==> config.mk <==
export PLATFORM = sky130hd
export DESIGN_NAME = ahb2mif
export DESIGN_NICKNAME = d
export VERILOG_FILES = /design/src/hdl/ahb_pkg.sv /design/src/hdl/ahb2mif.sv
export VERILOG_INCLUDE_DIRS = /design/src /design/src/hdl
export SDC_FILE = /design/constraint.sdc
export NUM_CORES = 1
export LEC_CHECK = 0
export BUFFER_PORTS_ARGS = -buffer_cell sky130_fd_sc_hd__buf_2
export CAP_MARGIN = 40
export CORE_AREA = 2 2 93 95
export CTS_CLUSTER_DIAMETER = 80
export DETAILED_ROUTE_END_ITERATION = 10
export DIE_AREA = 0 0 95 97
export GPL_TIMING_DRIVEN = 1
export PLACE_DENSITY_LB_ADDON = 0.25
export SYNTH_ARGS = -nofsm -noshare
export SYNTH_HDL_FRONTEND = slang
export SYNTH_SLANG_ARGS = --single-unit
export TNS_END_PERCENT = 20
==> constraint.sdc <==
create_clock -name clk_i -period 0.8 [get_ports clk_i]
set_input_delay 0.08 -clock clk_i [delete_from_list [all_inputs] [get_ports clk_i]]
set_output_delay 0.08 -clock clk_i [all_outputs]
set_load 0.03 [all_outputs]
==> src/hdl/ahb_params.svh <==
`ifndef AHB_PARAMS_SVH
`define AHB_PARAMS_SVH

// ********************************************************************
// bus geometry
// ********************************************************************

`define AHB_ADDR_WIDTH 32
`define AHB_DATA_WIDTH 32
`define AHB_STRB_WIDTH 4   // one lane per byte of the data bus

// ********************************************************************
// memory map
// ********************************************************************

`define MEM_BANK_WORDS 256   // 1 KiB per bank
`define MEM_BANK_BIT   10    // the bank is picked by this byte address bit
`define MEM_SIZE_BYTES 2048  // decoded region starts at address zero
`define MEM_NUM_BANKS  2

`endif

==> src/hdl/ahb_pkg.sv <==
`default_nettype none

package ahb_pkg;

`include "ahb_params.svh"

    // ****************************************************************
    // AHB encodings
    // ****************************************************************

    typedef enum logic [1:0] {
        AHB_TRANS_IDLE   = 2'b00,
        AHB_TRANS_BUSY   = 2'b01,
        AHB_TRANS_NONSEQ = 2'b10,
        AHB_TRANS_SEQ    = 2'b11
    } ahb_trans_e;

    typedef enum logic [2:0] {
        AHB_SIZE_BYTE = 3'b000,
        AHB_SIZE_HALF = 3'b001,
        AHB_SIZE_WORD = 3'b010   // widest transfer the bus carries
    } ahb_size_e;

    typedef enum logic {
        AHB_RESP_OKAY  = 1'b0,
        AHB_RESP_ERROR = 1'b1
    } ahb_resp_e;

    // ****************************************************************
    // bus and memory-side bundles
    // ****************************************************************

    typedef struct packed {
        logic                       hsel;
        logic [`AHB_ADDR_WIDTH-1:0] haddr;
        ahb_trans_e                 htrans;
        ahb_size_e                  hsize;
        logic                       hwrite;
        logic [`AHB_DATA_WIDTH-1:0] hwdata;  // belongs to the data phase
    } ahb_req_t;

    typedef struct packed {
        logic [`AHB_DATA_WIDTH-1:0] hrdata;
        logic                       hready;
        ahb_resp_e                  hresp;
    } ahb_rsp_t;

    typedef struct packed {
        logic                       en;
        logic [`AHB_ADDR_WIDTH-1:0] addr;    // byte address
        logic [`AHB_DATA_WIDTH-1:0] data;
        logic [`AHB_STRB_WIDTH-1:0] byteen;
    } mif_wr_t;

    typedef struct packed {
        logic                       en;
        logic [`AHB_ADDR_WIDTH-1:0] addr;    // byte address
    } mif_rd_t;

endpackage

`default_nettype wire

==> src/hdl/ahb2mif.sv <==
`default_nettype none

`include "ahb_params.svh"

module ahb2mif import ahb_pkg::*; (
    input  logic                       clk_i,
    input  logic                       rst_n_i,

    input  ahb_req_t                   req,
    input  logic [`AHB_DATA_WIDTH-1:0] rd_data,

    output ahb_rsp_t                   rsp,
    output mif_wr_t                    wr,
    output mif_rd_t                    rd
);

    localparam int LANE_BITS = $clog2(`AHB_STRB_WIDTH);

    logic                       active;
    logic                       wr_start;
    logic                       wr_en_q;
    logic [`AHB_ADDR_WIDTH-1:0] wr_addr_q;
    logic [`AHB_STRB_WIDTH-1:0] wr_byteen_q;

    // lanes covered by a transfer of the given size at the given offset
    function automatic logic [`AHB_STRB_WIDTH-1:0] lane_mask(
        input ahb_size_e            size,
        input logic [LANE_BITS-1:0] offset
    );
        logic [`AHB_STRB_WIDTH-1:0] mask;
        int                         lanes;
        int                         first;

        lanes = 1 << size;
        first = int'(offset);
        for (int j = 0; j < `AHB_STRB_WIDTH; j++) begin
            mask[j] = (j >= first) && (j < first + lanes);
        end
        return mask;
    endfunction

    // ****************************************************************
    // address phase
    // ****************************************************************

    always_comb begin
        case (req.htrans)
            AHB_TRANS_NONSEQ,
            AHB_TRANS_SEQ: begin
                active = req.hsel;
            end
            default: begin
                active = 1'b0;
            end
        endcase
    end

    assign wr_start = active && req.hwrite;

    // reads go to the RAM straight from the address phase
    assign rd = '{en: active && !req.hwrite, addr: req.haddr};

    // ****************************************************************
    // write data phase
    // ****************************************************************

    always_ff @(posedge clk_i or negedge rst_n_i) begin
        if (!rst_n_i) begin
            wr_en_q     <= 1'b0;
            wr_byteen_q <= '0;
        end else begin
            wr_en_q     <= wr_start;
            wr_byteen_q <= wr_start ? lane_mask(req.hsize, req.haddr[LANE_BITS-1:0]) : '0;
        end
    end

    always_ff @(posedge clk_i) begin
        if (wr_start) begin
            wr_addr_q <= req.haddr;
        end
    end

    // hwdata arrives in the cycle after the address was captured
    assign wr = '{en: wr_en_q, addr: wr_addr_q, data: req.hwdata, byteen: wr_byteen_q};

    // the slave never stalls and never errors
    assign rsp = '{hrdata: rd_data, hready: 1'b1, hresp: AHB_RESP_OKAY};

    a_size_max_word: assert property (
        @(posedge clk_i) disable iff (!rst_n_i)
        active |-> (req.hsize <= AHB_SIZE_WORD)
    );

    // Misaligned transfers would spill lanes past the word and be truncated.
    a_addr_aligned: assert property (
        @(posedge clk_i) disable iff (!rst_n_i)
        active |-> ((req.haddr[LANE_BITS-1:0] & ((1 << req.hsize) - 1)) == 0)
    );

endmodule

`default_nettype wire

==> metrics.md <==
| Metric | Value |
|---|---|
| Power per Cell Area | 1660 nW/µm² |
| Num ports | 241 |
| Initial Utilization | 0.244 |
| Largest net degree at the start of global routing | 22 |
| Fin. Hold Viols | 0 |
| Antenna Nets Post-Route | 0 |
| Vias | around 1200 |
| Final Non-Filler Cells | 320 |
| Net switching power | ~1.2 mW |
| Longest Clk Path Bufs | 2 |
| Synth Area in Compound Gates | 0.0214 |
| Yosys cell types | 17 |
| Setup CP Type | input pin to register |
| Initial antenna violation count | 0 |
| Worst setup SP type | input pin |
| Synth Instances | 159 |
| Comb power frac | 0.227 |
| Adder-Cell Fraction of Synth Area | 0.0227 |
| DR DRC count | 0 |
| Final setup viols | 40 |
| Class of the worst hold path | input pin to register |
| Cells after DPL | approximately 280 |
| Post-Route WL | 5430 µm |
| Sw Ratio | 0.271 |
| FP Rows | 33 |
| Worst Setup End Kind | register |
| Number of global-route vias before repair | 1086 |
| Internal cell power | between 3 and 4 mW |
| Via-to-Cell Ratio | 3.70 |
| Power, Total | 4.45 mW |
| Share of power burned in the clock network | 0.271 |
| Core Region | 8130 µm² |
| Worst hold path stage count | 1 |
| Gpl congestion | 0.732 |
| Height of the die | slightly below 100 µm |
| Nets | 322 |
| CTS Root Cell | clkbuf_8 |
| DP Wirelength | 4590 µm |
| RSZ-0062 raised after global routing | yes |
| Max Used Layer | met4 |
| CTS clock-pin slew for the worst setup and hold paths | around 70 ps |
| Filler instances | 811 |
| Period utilization | 1.49 |
| Multiplexer area fraction after synthesis | 0 |
| Die footprint | just over 9000 µm² |
| Seq. cell area | 1090 µm² |
| Status | complete, but fails checks |
| CTS tree | yes |
| Largest fanout on the critical path | 3 |
| Wl on met1 | 1280 µm |
| Global route overflow | 0 |
| Diode count | 0 |
| P_leak | roughly 1.2 nW |
| CP required | a little under 1000 ps |
| Minimum clock period | ~1200 ps |
| Worst vdd rail ir drop | 0.434 mV |
| DR iter-0 viols | 3 |
| YS warnings | 0 |
| Met2 wire length | 2890 µm |
| Mean Syn Cell Area | 12.5 µm² |
| Worst setup margin | -394 ps |
| CTS Sinks | 37 |
| Synth Cell Area | around 2000 µm² |
| CTS H-tree lvls | 2 |
| DR WL met3 | 1070 µm |
| GR Util All Layers | 0.112 |
| Critical Path AT | 1380 ps |
| Area of the multi-input gates | 180 µm² |
| Largest family of logic cells by synthesized area | buffers and inverters |
| Fmax | 837 MHz |
| Die width | 95 µm |
| Synth-to-layout area growth | 34.4% |
| Count of input and output buffers | between 100 and 150 |
| Seq cells post-synth | 37 |
| Synthesized Nets | 267 |
| First-pass iteration count of the detailed router | 2 |
| Post-synthesis simple-gate area fraction | 0.0245 |
| Post-synthesis xor/xnor area fraction | 0 |
| Sequential share of power | 0.502 |
| Layout cell share with drive strength beyond 1 | 0.628 |
| Max-cap violations | 0 |
| Max-slew violation count | 0 |
| Post-synthesis sequential area ratio | 0.546 |
| Per-cell routed wire length | 17.0 µm |
| First-pass GRT wire length | 7150 µm |
| Failing checks | negative setup slack |
| Cts bufs inserted | 5 |
worst paths after layout:
path,start,slack [ps],end
min,req[53],8,wr_addr_q[15]
min in group asynchronous,rst_n_i,150,wr_byteen_q[2]
max,req[34],-390,wr_byteen_q[2]
max in group asynchronous,rst_n_i,520,wr_byteen_q[0]
cells by family (layout without fill, tap and decap cells):
family                   count (synthesis)  after routing
adder cells (fa/ha/maj)                  3              3
buffers and inverters                  103            159
AO/OA/AOI/OAI                            4              4
flip-flops                              37             37
AND/OR/NAND/NOR                         10             10
other                                    2              2
cells in the final DEF, fill, tap and decap left out, drive strengths merged:
cell / netlist / final
nand2: 2 / 2
nand2b: 1 / 1
clkinv: 0 / 2
nand3: 1 / 1
conb: 2 / 2
dlygate4sd3: 0 / 28
fa: 1 / 1
inv: 4 / 3
clkbuf: 0 / 6
ha: 2 / 2
a221oi: 1 / 1
edfxtp: 32 / 32
a211oi: 1 / 1
buf: 99 / 119
dfrtp: 5 / 5
nor3: 2 / 2
clkinvlp: 0 / 1
a21oi: 1 / 1
nor2: 3 / 3
nor4b: 1 / 1
a22o: 1 / 1
stage by stage:
stage                     setup slack (ps)  hold WS (ps)  area (µm²)  setup TNS [ps]  utilization
after floorplan                       -553          -216        2030           -8630            -
after global placement                -731         -96.1        2050           -4720        0.253
after detailed placement              -750         -93.7        2050           -4840        0.253
after CTS                             -408          1.36        2660           -5070        0.327
after global routing                  -452        0.0189        2670           -5760        0.329
final                                 -394          8.38        2670           -4350        0.329
final cells by class:
type / count / share of cell area
tap: 105 / 0.0492
clock inverter: 2 / 0.00375
clock buffer: 6 / 0.0272
timing repair buffer: 147 / 0.439
multi-input combinational: 19 / 0.0674
sequential: 37 / 0.406
inverter: 4 / 0.00702
critical path, cell delays in order:
cell      delay (ps)
buf_8            100
nor3_4           160
ha_2             200
inv_2             40
fa_2             340
a22o_4           270
a221oi_2         200
Yosys cell counts (all sizes together):
cell type | number | area share
conb | 2 | 0.0038
nand3 | 1 | 0.0025
inv | 4 | 0.0075
a221oi | 1 | 0.0075
fa | 1 | 0.010
nor3 | 2 | 0.0050
nor2 | 3 | 0.0057
dfrtp | 5 | 0.063
nor4b | 1 | 0.0044
a211oi | 1 | 0.0063
edfxtp | 32 | 0.48
ha | 2 | 0.013
nand2 | 2 | 0.0038
a21oi | 1 | 0.0025
a22o | 1 | 0.0050
buf | 99 | 0.37
nand2b | 1 | 0.0031
per-layer routing:
metal	vias to the layer above	GRT usage
met1	498	0.0780
met4	0	0.0569
met2	136	0.201
li1	530	-
met3	19	0.0911
met5	-	0
power groups by stage:
stage	Combinational, mW	Sequential, mW	Clock [mW]
final	1.01	2.23	1.21
after global routing	1.08	2.24	1.37
after CTS	1.02	2.23	1.30
after detailed placement	0.815	2.25	0
after global placement	0.817	2.25	0
after floorplan	1.00	2.43	0
registers in the layout, summed over array words and instances, names as in the netlist:
name	flops
wr_byteen_q	4
wr_en_q	1
wr_addr_q	32
timing repair:
action	in CTS	in global routing
hold buffers	27	1
setup endpoints to repair	40	40
buffers inserted	1	0
pin swaps	2	2
hold endpoints to repair	31	1
resized for setup	77	3
(Power assumes the default switching activity.)
