===== src/hdl/ahb_params.svh =====
`ifndef AHB_PARAMS_SVH
`define AHB_PARAMS_SVH

// ********************************************************************
// bus geometry
// ********************************************************************

`define AHB_ADDR_WIDTH 32
`define AHB_DATA_WIDTH 32
`define AHB_STRB_WIDTH 4   // one lane per byte of the data bus

// ********************************************************************
// memory map
// ********************************************************************

`define MEM_BANK_WORDS 256   // 1 KiB per bank
`define MEM_BANK_BIT   10    // the bank is picked by this byte address bit
`define MEM_SIZE_BYTES 2048  // decoded region starts at address zero
`define MEM_NUM_BANKS  2

`endif


===== src/hdl/ahb_pkg.sv =====
`default_nettype none

package ahb_pkg;

`include "ahb_params.svh"

    // ****************************************************************
    // AHB encodings
    // ****************************************************************

    typedef enum logic [1:0] {
        AHB_TRANS_IDLE   = 2'b00,
        AHB_TRANS_BUSY   = 2'b01,
        AHB_TRANS_NONSEQ = 2'b10,
        AHB_TRANS_SEQ    = 2'b11
    } ahb_trans_e;

    typedef enum logic [2:0] {
        AHB_SIZE_BYTE = 3'b000,
        AHB_SIZE_HALF = 3'b001,
        AHB_SIZE_WORD = 3'b010   // widest transfer the bus carries
    } ahb_size_e;

    typedef enum logic {
        AHB_RESP_OKAY  = 1'b0,
        AHB_RESP_ERROR = 1'b1
    } ahb_resp_e;

    // ****************************************************************
    // bus and memory-side bundles
    // ****************************************************************

    typedef struct packed {
        logic                       hsel;
        logic [`AHB_ADDR_WIDTH-1:0] haddr;
        ahb_trans_e                 htrans;
        ahb_size_e                  hsize;
        logic                       hwrite;
        logic [`AHB_DATA_WIDTH-1:0] hwdata;  // belongs to the data phase
    } ahb_req_t;

    typedef struct packed {
        logic [`AHB_DATA_WIDTH-1:0] hrdata;
        logic                       hready;
        ahb_resp_e                  hresp;
    } ahb_rsp_t;

    typedef struct packed {
        logic                       en;
        logic [`AHB_ADDR_WIDTH-1:0] addr;    // byte address
        logic [`AHB_DATA_WIDTH-1:0] data;
        logic [`AHB_STRB_WIDTH-1:0] byteen;
    } mif_wr_t;

    typedef struct packed {
        logic                       en;
        logic [`AHB_ADDR_WIDTH-1:0] addr;    // byte address
    } mif_rd_t;

endpackage

`default_nettype wire


===== src/hdl/ahb_bank_decoder.sv =====
`default_nettype none

`include "ahb_params.svh"

module ahb_bank_decoder import ahb_pkg::*; (
    input  logic     clk_i,
    input  logic     rst_n_i,

    input  ahb_req_t req,
    input  ahb_rsp_t bank_rsp [`MEM_NUM_BANKS],

    output ahb_req_t bank_req [`MEM_NUM_BANKS],
    output ahb_rsp_t rsp
);

    localparam int BANK_BITS = $clog2(`MEM_NUM_BANKS);

    logic                      in_region;
    logic                      xfer;
    logic [`MEM_NUM_BANKS-1:0] bank_sel;
    logic [`MEM_NUM_BANKS-1:0] owner_q;   // one-hot owner of the current data phase

    // ****************************************************************
    // address phase decode
    // ****************************************************************

    assign in_region = (req.haddr < `MEM_SIZE_BYTES);

    always_comb begin
        case (req.htrans)
            AHB_TRANS_NONSEQ,
            AHB_TRANS_SEQ: begin
                xfer = 1'b1;
            end
            default: begin
                xfer = 1'b0;   // idle and busy carry no transfer
            end
        endcase
    end

    always_comb begin
        for (int b = 0; b < `MEM_NUM_BANKS; b++) begin
            bank_sel[b] = req.hsel && in_region
                       && (req.haddr[`MEM_BANK_BIT +: BANK_BITS] == BANK_BITS'(b));
        end
    end

    // each bank sees the whole request with only its own select
    always_comb begin
        for (int b = 0; b < `MEM_NUM_BANKS; b++) begin
            bank_req[b]      = req;
            bank_req[b].hsel = bank_sel[b];
        end
    end

    // ****************************************************************
    // data phase ownership and read mux
    // ****************************************************************

    always_ff @(posedge clk_i or negedge rst_n_i) begin
        if (!rst_n_i) begin
            owner_q <= '0;
        end else begin
            owner_q <= xfer ? bank_sel : '0;   // out-of-region transfers own nothing
        end
    end

    always_comb begin
        rsp = '{hrdata: '0, hready: 1'b1, hresp: AHB_RESP_OKAY};   // reads as zero
        for (int b = 0; b < `MEM_NUM_BANKS; b++) begin
            if (owner_q[b]) begin
                rsp = bank_rsp[b];
            end
        end
    end

    // owner_q moves on every cycle and cannot hold a stalled data phase
    a_owner_ready: assert property (
        @(posedge clk_i) disable iff (!rst_n_i) (owner_q != '0) |-> rsp.hready
    );

endmodule

`default_nettype wire


===== config.mk =====
export PLATFORM = sky130hd
export DESIGN_NAME = ahb_bank_decoder
export DESIGN_NICKNAME = d
export VERILOG_FILES = /design/src/hdl/ahb_pkg.sv /design/src/hdl/ahb_bank_decoder.sv
export VERILOG_INCLUDE_DIRS = /design/src /design/src/hdl
export SDC_FILE = /design/constraint.sdc
export NUM_CORES = 1
export LEC_CHECK = 0
export BUFFER_PORTS_ARGS = -buffer_cell sky130_fd_sc_hd__buf_2
export CAP_MARGIN = 30
export CELL_PAD_IN_SITES_DETAIL_PLACEMENT = 1
export CELL_PAD_IN_SITES_GLOBAL_PLACEMENT = 2
export CORE_MARGIN = 5
export CORE_UTILIZATION = 10
export DETAILED_ROUTE_END_ITERATION = 10
export HOLD_SLACK_MARGIN = 0.15
export PLACE_DENSITY = 0.88
export SLEW_MARGIN = 10
export SYNTH_ARGS = -nofsm -noshare
export SYNTH_HDL_FRONTEND = slang
export SYNTH_SLANG_ARGS = --single-unit

===== constraint.sdc =====
create_clock -name clk_i -period 1.05 [get_ports clk_i]
set_input_delay 0.0525 -clock clk_i [delete_from_list [all_inputs] [get_ports clk_i]]
set_output_delay 0.0525 -clock clk_i [all_outputs]
set_load 0.01 [all_outputs]

==> results.toml, run 1 <==
[route]
route.met2.wl_um = 3969
drt_iter0_markers = 39
routed_via_density = 3.382
wl_met1_um = 2809
top_layer = "met4"
drc = 0
wl_met3_um = 745
antenna_left = 0
vias = 1664
wl_per_cell_um = 15.32
firstDrtPassIters = 5
totalWireLength_um = 7536

[timing]
fin_crit_sh_pct = 130.4
tightest_slew_ns = 0.2907
slew_violations = 0
fin_ws_ns = -0.3188
setup_viol = 36
max-slew-margin-rel_pct = 80.55
layout_min_cycle_time_ns = 1.369
rsz0062_at_grt = "true"
fmax_mhz = 730.6
finalHoldViolCount = 0

[clock_network]
cts.sinks = 2
clk_pin_slew_ns = 0.03
cts_buffers = 3
cts_tree = "done"
h-tree-depth = 1
root_buffer = "clkbuf_16"
clk_path_buf_depth = 2

[global_route]
grt_max_degree = 36
antenna_found_initial = 0
track_usage_pct = 7.106
grt_pass1_vias = 1761
grt_pass1_wl_um = 10420
grt-ovfl-total = 0

[critical_path]
max_stage_delay_ns = 0.44
endpoint_kind = "output pin"
path_cells = "nor2b_4 -> buf_12 -> a22o_1 -> buf_2"
startpoint_type = "flop"
slowest_stage = "dfrtp_2"
worstSetupPathType = "flop to output pin"
worstPathRequired_ns = 1.00
critPathMaxFanout = 17
cp_data_arrival_time_ns = 1.32

[run_status]
violations = "negative setup slack"
status = "complete, but fails checks"

[pwr]
power.density_nw_per_um2 = 556.4
peakVddDrop_v = 0.0003911
p_seq_share_pct = 5.7
net-switching-power_mw = 0.4459
p_leak_nw = 1.295
power.total_mw = 1.360
switching_share_pct = 32.79
pwr-share-clk_pct = 41.7
p_comb_share_pct = 52.6
p_int_mw = 0.9138

[floorplan]
io_pins = 317
placeableCoreArea_um2 = 15150
row_count = 45
dieArea_um2 = 17970
die_w_um = 134.1
die_h_um = 134.1
initial_core_util_pct = 10.16

[layout]
finalCoreUtilization_pct = 16.13
largest_reg_flops = 2
n_fill_cell = 1834
antennaDiodeCount = 0
largestRegisters = "owner_q (2)"
ff_latch_area_um2 = 51.30
nets = 447
syn_to_final_growth_pct = 58.78
multiInputGateArea_um2 = 496.7
top_register = "owner_q"
stdcell_count = 492
drive_gt1_share_pct = 69.74

[synthesis]
seq_area_frac_synth_pct = 3.252
synth_cell_types = 15
synth_seq_cells = 2
postSynthCellCount = 204
synthTopCellsByArea = "buf_4, a22o_1, dfrtp_1"
yosys.area.top_type = "buf_4"
syn_area_um2 = 1539
syn_avg_cell_area_um2 = 7.544
synth_nets = 345
synth_warnings = 0
synth_top_area_share_pct = 68.29

[placement]
place.gp.congestion = 0.6351
hpwl_um = 5141
dp_cells = 434
io_buffers = 175

[run]
cap_viol_max_count = 0

[worst_hold_path]
min_path_type = "primary input to async pin"
==> cell families (layout without fill, tap and decap cells) <==
| group | count (synthesis) | after routing | share of synthesized area (%) |
|---|---|---|---|
| compound gates | 34 | 34 | 18.86 |
| buf+inv | 150 | 250 | 71.14 |
| flops | 2 | 2 | 3.252 |
| simple gates | 18 | 18 | 6.747 |
==> layout by cell type (no fill, tap or decap) <==
cell type      instances
dfrtp_1                1
nor4_2                 3
a21oi_1                1
buf_4                 15
nand3_2                1
nor4b_2                1
or4_4                  1
nand2_1                3
o21ai_1                1
buf_6                  3
nand2_2                2
inv_1                  2
nor2_1                 1
dfrtp_2                1
buf_2                174
buf_12                 3
a22o_1                32
nor2b_4                1
nor2b_1                1
nor4_4                 4
dlygate4sd3_1         50
clkbuf_16              3
==> routing by layer <==
metal  vias up  track usage [%]
met3         2            1.950
met4         0           0.8484
met5         -                0
met2       116            12.77
li1        749                -
met1       797            8.729
==> metrics by stage <==
stage,area [um2],worst slack [ns],hold slack [ns],TNS (ns)
final,2444,-0.3188,0.1551,-9.682
after global routing,2444,-0.3865,0.1919,-11.99
after CTS,2409,-0.3712,0.1563,-11.30
after detailed placement,1703,-0.2656,-0.1543,-4.072
after global placement,1703,-0.2394,-0.1619,-3.333
after floorplan,1567,-0.008342,-0.2431,-0.1589
==> Yosys cell counts <==
cell,instances
buf_2,5
nand3_1,1
or4_4,1
nor4b_1,1
nor4_1,7
clkbuf_1,3
inv_1,2
dfrtp_1,2
o21ai_0,1
a21oi_1,1
nand2_1,5
nor2_1,1
buf_4,140
nor2b_1,2
a22o_1,32
==> layout make-up <==
| type | instances | area share (%) |
|---|---|---|
| multi-input cells | 52 | 20.33 |
| well taps | 188 | 9.626 |
| clock buffers | 3 | 3.072 |
| inverters | 2 | 0.3072 |
| flip-flops and latches | 2 | 2.099 |
| repair buffers | 245 | 64.57 |
==> power groups by stage <==
| stage | combinational [mW] | clock (mW) | sequential, mW |
|---|---|---|---|
| 6_report | 0.716 | 0.566 | 0.0777 |
| 3_3_place_gp | 0.386 | 0 | 0.0785 |
| 3_5_place_dp | 0.392 | 0 | 0.0785 |
| 4_1_cts | 0.704 | 0.578 | 0.0777 |
| 2_1_floorplan | 0.560 | 0 | 0.0785 |
| 5_1_grt | 0.772 | 0.583 | 0.0777 |
==> what timing repair did <==
action,CTS,global route
endpoints found under the setup margin,36,38
gates resized for setup,12,10
cloned,1,0
pin swaps,6,4
buffers inserted,5,0
hold buffers,50,0
hold endpoints to repair,98,0
==> critical path, delay by kind of cell (launching register included) <==
kind	cells	cell delay (ns)
simple gates	1	0.19
flops	1	0.44
buf+inv	2	0.31
compound gates	1	0.16
==> final timing paths <==
kind	start	endpoint	slack (ns)	cells after the start
worst max-delay path	owner_q[1]$_DFF_PN0_	rsp[26]	-0.32	4
worst min-delay path	rst_n_i	owner_q[0]$_DFF_PN0_	0.16	2
max in group asynchronous	rst_n_i	owner_q[1]$_DFF_PN0_	0.78	2
min in group clk_i	req[52]	owner_q[0]$_DFF_PN0_	0.25	4
Note: power is estimated with default switching activity, not from simulation.
==> run 2: changes to the inputs <==
--- a/config.mk
+++ b/config.mk
@@ -14,7 +14,8 @@
 export CORE_UTILIZATION = 10
 export DETAILED_ROUTE_END_ITERATION = 10
 export HOLD_SLACK_MARGIN = 0.15
-export PLACE_DENSITY = 0.88
+export PLACE_DENSITY_LB_ADDON = 0.2
+export SETUP_SLACK_MARGIN = 0.1
 export SLEW_MARGIN = 10
 export SYNTH_ARGS = -nofsm -noshare
 export SYNTH_HDL_FRONTEND = slang
==> results.toml, run 2 (synthesized netlist as in run 1, its figures left out) <==
[clock_network]
root_buffer = "clkbuf_16"
cts_tree = "done"
cts.sinks = 2
clk_path_buf_depth = 2
h-tree-depth = 1
cts_buffers = 3
clk_pin_slew_ns = 0.03

[run_status]
violations = "negative setup slack"
status = "complete, but fails checks"

[pwr]
peakVddDrop_v = 0.0003750
power.density_nw_per_um2 = 518.0
p_leak_nw = 1.395

[timing]
tightest_slew_ns = 0.2869
finalHoldViolCount = 0
layout_min_cycle_time_ns = 1.402
max-slew-margin-rel_pct = 80.81
fmax_mhz = 713.2
fin_crit_sh_pct = 133.5
rsz0062_at_grt = "true"
slew_violations = 0
fin_ws_ns = -0.3522
setup_viol = 36

[critical_path]
worstSetupPathType = "flop to output pin"
endpoint_kind = "output pin"
crit_path_start = "owner_q[0]$_DFF_PN0_"
cp_data_arrival_time_ns = 1.35
worstPathRequired_ns = 1.00
critPathMaxFanout = 8
startpoint_type = "flop"
crit_path_end = "rsp[28]"

[placement]
post-place-ws_ns = -0.3173
io_buffers = 175
place.gp.congestion = 0.6698
dp_cells = 438
hpwl_um = 5269
post_dp_cell_area_um2 = 1745

[layout]
drive_gt1_share_pct = 71.47
stdcell_count = 500
syn_to_final_growth_pct = 72.52
finalCoreUtilization_pct = 17.53
fin_area_um2 = 2655
final_common_cell = "buf_2"
final_cell_mix = "buf_2, dlygate4sd3_1, a22o_1"
n_fill_cell = 1828
antennaDiodeCount = 0
top_register = "owner_q"
largest_reg_flops = 2
nets = 455
largestRegisters = "owner_q (2)"

[floorplan]
dieArea_um2 = 17970
io_pins = 317
die_h_um = 134.1
placeableCoreArea_um2 = 15150
initial_core_util_pct = 10.16
row_count = 45
die_w_um = 134.1

[global_route]
grt_pass1_wl_um = 9936
grt_max_degree = 27
grt_pass1_vias = 1723
grt-ovfl-total = 0
track_usage_pct = 6.909
antenna_found_initial = 0

[worst_hold_path]
min_path_type = "primary input to async pin"

[run]
cap_viol_max_count = 0

[route]
wl_per_cell_um = 15.31
totalWireLength_um = 7657
firstDrtPassIters = 4
vias = 1666
drt_iter0_markers = 29
drc = 0
routed_via_density = 3.332
antenna_left = 0
## run 2: area by class of cell
type	instances	area, um2	area share (%)
well taps	188	235.2	8.860
inverters	2	7.507	0.2828
multi-input cells	52	528.0	19.89
flip-flops and latches	2	50.05	1.885
repair buffers	253	1759	66.26
clock buffers	3	75.07	2.828
## run 2: what timing repair did
item,CTS,global route
hold buffers,50,0
gates resized for setup,28,17
setup buffers,4,3
hold endpoints to repair,97,0
setup endpoints to repair,38,40
pin swaps,6,9
cloned,2,1
## run 2: power breakdown
| group | switching (mW) | internal [mW] |
|---|---|---|
| Combinational | 0.361 | 0.363 |
| Sequential | 0.0000000117 | 0.0777 |
| Clock | 0.0887 | 0.485 |
## run 2: routing by layer
metal  wire (um)  global-route usage (%)  up-vias
li1            -                       -      768
met1        2749                   7.797      780
met2        4162                   13.03      116
met3         741                   2.213        2
met4           4                  0.8484        0
met5           0                       0        -
## run 2: stage by stage
step	power, mW	hold slack [ns]	setup TNS, ns
global route	1.455	0.1543	-13.09
floorplan	0.6390	-0.2431	-0.1589
detailed placement	0.4700	-0.1521	-4.424
finish	1.375	0.1492	-10.94
global placement	0.4717	-0.1581	-4.323
CTS	1.380	0.1537	-11.65
## run 2: critical path, cell delays in order (launching register included)
cell     delay, ns
dfrtp_1       0.38
nor2b_4       0.15
buf_12        0.13
buf_16        0.13
a22o_1        0.19
buf_2         0.13
## run 2: worst min-delay path by stage
stage          startpoint                    to  slack (ns)  depth (start not counted)
2_1_floorplan     rst_n_i  owner_q[0]$_DFF_PN0_       -0.24                          0
3_3_place_gp      rst_n_i  owner_q[1]$_DFF_PN0_       -0.16                          1
3_5_place_dp      rst_n_i  owner_q[1]$_DFF_PN0_       -0.15                          1
4_1_cts           rst_n_i  owner_q[1]$_DFF_PN0_        0.15                          2
5_1_grt           rst_n_i  owner_q[0]$_DFF_PN0_        0.15                          2
6_report          rst_n_i  owner_q[0]$_DFF_PN0_        0.15                          2
==> run 3: changes to the inputs <==
--- a/config.mk
+++ b/config.mk
@@ -10,12 +10,14 @@
 export CAP_MARGIN = 30
 export CELL_PAD_IN_SITES_DETAIL_PLACEMENT = 1
 export CELL_PAD_IN_SITES_GLOBAL_PLACEMENT = 2
+export CORE_ASPECT_RATIO = 0.9
 export CORE_MARGIN = 5
 export CORE_UTILIZATION = 10
+export CTS_BUF_LIST = sky130_fd_sc_hd__clkbuf_16
 export DETAILED_ROUTE_END_ITERATION = 10
 export HOLD_SLACK_MARGIN = 0.15
 export PLACE_DENSITY_LB_ADDON = 0.2
-export SETUP_SLACK_MARGIN = 0.1
+export SETUP_SLACK_MARGIN = 0.5
 export SLEW_MARGIN = 10
 export SYNTH_ARGS = -nofsm -noshare
 export SYNTH_HDL_FRONTEND = slang
==> results.toml, run 3 (synthesized netlist as in run 1, its figures left out) <==
[run_status]
status = "complete, but fails checks"
violations = "negative setup slack"

[route]
vias = 1449
drt_iter0_markers = 30
totalWireLength_um = 6284
routed_via_density = 3.103
drc = 0
firstDrtPassIters = 4
antenna_left = 0
wl_per_cell_um = 13.46

[layout]
top_register = "owner_q"
largest_reg_flops = 2
final_cell_mix = "buf_2, a22o_1, buf_4"
final_common_cell = "buf_2"
largestRegisters = "owner_q (2)"
syn_to_final_growth_pct = 41.46
nets = 408
antennaDiodeCount = 0
drive_gt1_share_pct = 84.15
finalCoreUtilization_pct = 14.25

[critical_path]
slowest_stage = "dfrtp_1"
path_cells = "nor2b_4 -> buf_12 -> buf_16 -> a22o_1 -> buf_2"
max_stage_delay_ns = 0.38
endpoint_kind = "output pin"
startpoint_type = "flop"
cp_data_arrival_time_ns = 1.32
worstSetupPathType = "flop to output pin"
critPathMaxFanout = 8
worstPathRequired_ns = 1.00

[clock_network]
cts.sinks = 2
cts_buffers = 3
cts_hold_buf = 1
clk_pin_slew_ns = 0.03
root_buffer = "clkbuf_16"
cts_tree = "done"
h-tree-depth = 1
clk_path_buf_depth = 2

[timing]
setup_viol = 38
rsz0062_at_grt = "true"
finalHoldViolCount = 0
whs_ns = 0.1050
layout_min_cycle_time_ns = 1.371
fin_crit_sh_pct = 130.5
fmax_mhz = 729.6
fin_tns_setup_ns = -10.20
tightest_slew_ns = 0.2847
fin_ws_ns = -0.3206
slew_violations = 0
max-slew-margin-rel_pct = 80.88

[global_route]
grt_pass1_wl_um = 8528
grt_max_degree = 19
grt-ovfl-total = 0
grt_pass1_vias = 1558
antenna_found_initial = 0
track_usage_pct = 5.972

[floorplan]
dieArea_um2 = 17970
placeableCoreArea_um2 = 15280
die_h_um = 127.7
die_w_um = 140.8
row_count = 43
initial_core_util_pct = 10.07
io_pins = 317

[placement]
hpwl_um = 5073
place.gp.congestion = 0.7354
io_buffers = 175

[pwr]
power.total_mw = 1.087
p_leak_nw = 1.186
power.density_nw_per_um2 = 499.3
peakVddDrop_v = 0.0003584

[run]
cap_viol_max_count = 0

[worst_hold_path]
hold-path-cell-count = 0
min_path_type = "primary input to output pin"
[run 3: repair_timing]
item / CTS / global route
buffers inserted: 5 / 5
endpoints found under the setup margin: 38 / 38
gates cloned: 2 / 0
pin swaps: 6 / 7
hold endpoints to repair: 96 / 94
resized for setup: 19 / 13
[run 3: cell type report]
cell class,count,area [um2]
Tap cell,202,252.7
Sequential cell,2,51.30
Timing Repair Buffer,206,1255
Clock buffer,3,75.07
Fill cell,1865,13100
Inverter,2,7.507
Multi-Input combinational cell,52,535.5
[run 3: per-stage QoR]
step	area [um2]	cells	worst slack (ns)
CTS	2083	462	-0.3314
floorplan	1639	204	-0.008146
global route	2177	467	-0.3822
global placement	1799	451	-0.2005
detailed placement	1799	451	-0.2565
finish	2177	467	-0.3206
[run 3: where the power goes]
| group | switching [mW] | total (mW) | internal, mW |
|---|---|---|---|
| Clock | 0.0813 | 0.565 | 0.484 |
| Sequential | 0.0000000115 | 0.0777 | 0.0777 |
| Combinational | 0.194 | 0.444 | 0.250 |
| Total | 0.275 | 1.09 | 0.812 |
[run 3: critical path: cells and delay by family (launching register included)]
kind	cells	cell delay, ns
buf+inv	3	0.40
compound gates	1	0.17
flops	1	0.38
simple gates	1	0.15
[run 3: worst paths after layout]
path	startpoint	end	slack, ns
worst max-delay path	owner_q[0]$_DFF_PN0_	rsp[24]	-0.32
worst min-delay path	req[0]	bank_req[0]	0.11
max in group asynchronous	rst_n_i	owner_q[1]$_DFF_PN0_	0.77
min in group asynchronous	rst_n_i	owner_q[0]$_DFF_PN0_	0.17
[run 3: layer usage]
metal	wire, um	vias to the layer above	GRT usage, %
met5	0	-	0
met4	70	0	1.823
met3	955	4	3.693
met2	2951	150	9.769
met1	2307	622	6.436
li1	-	673	-
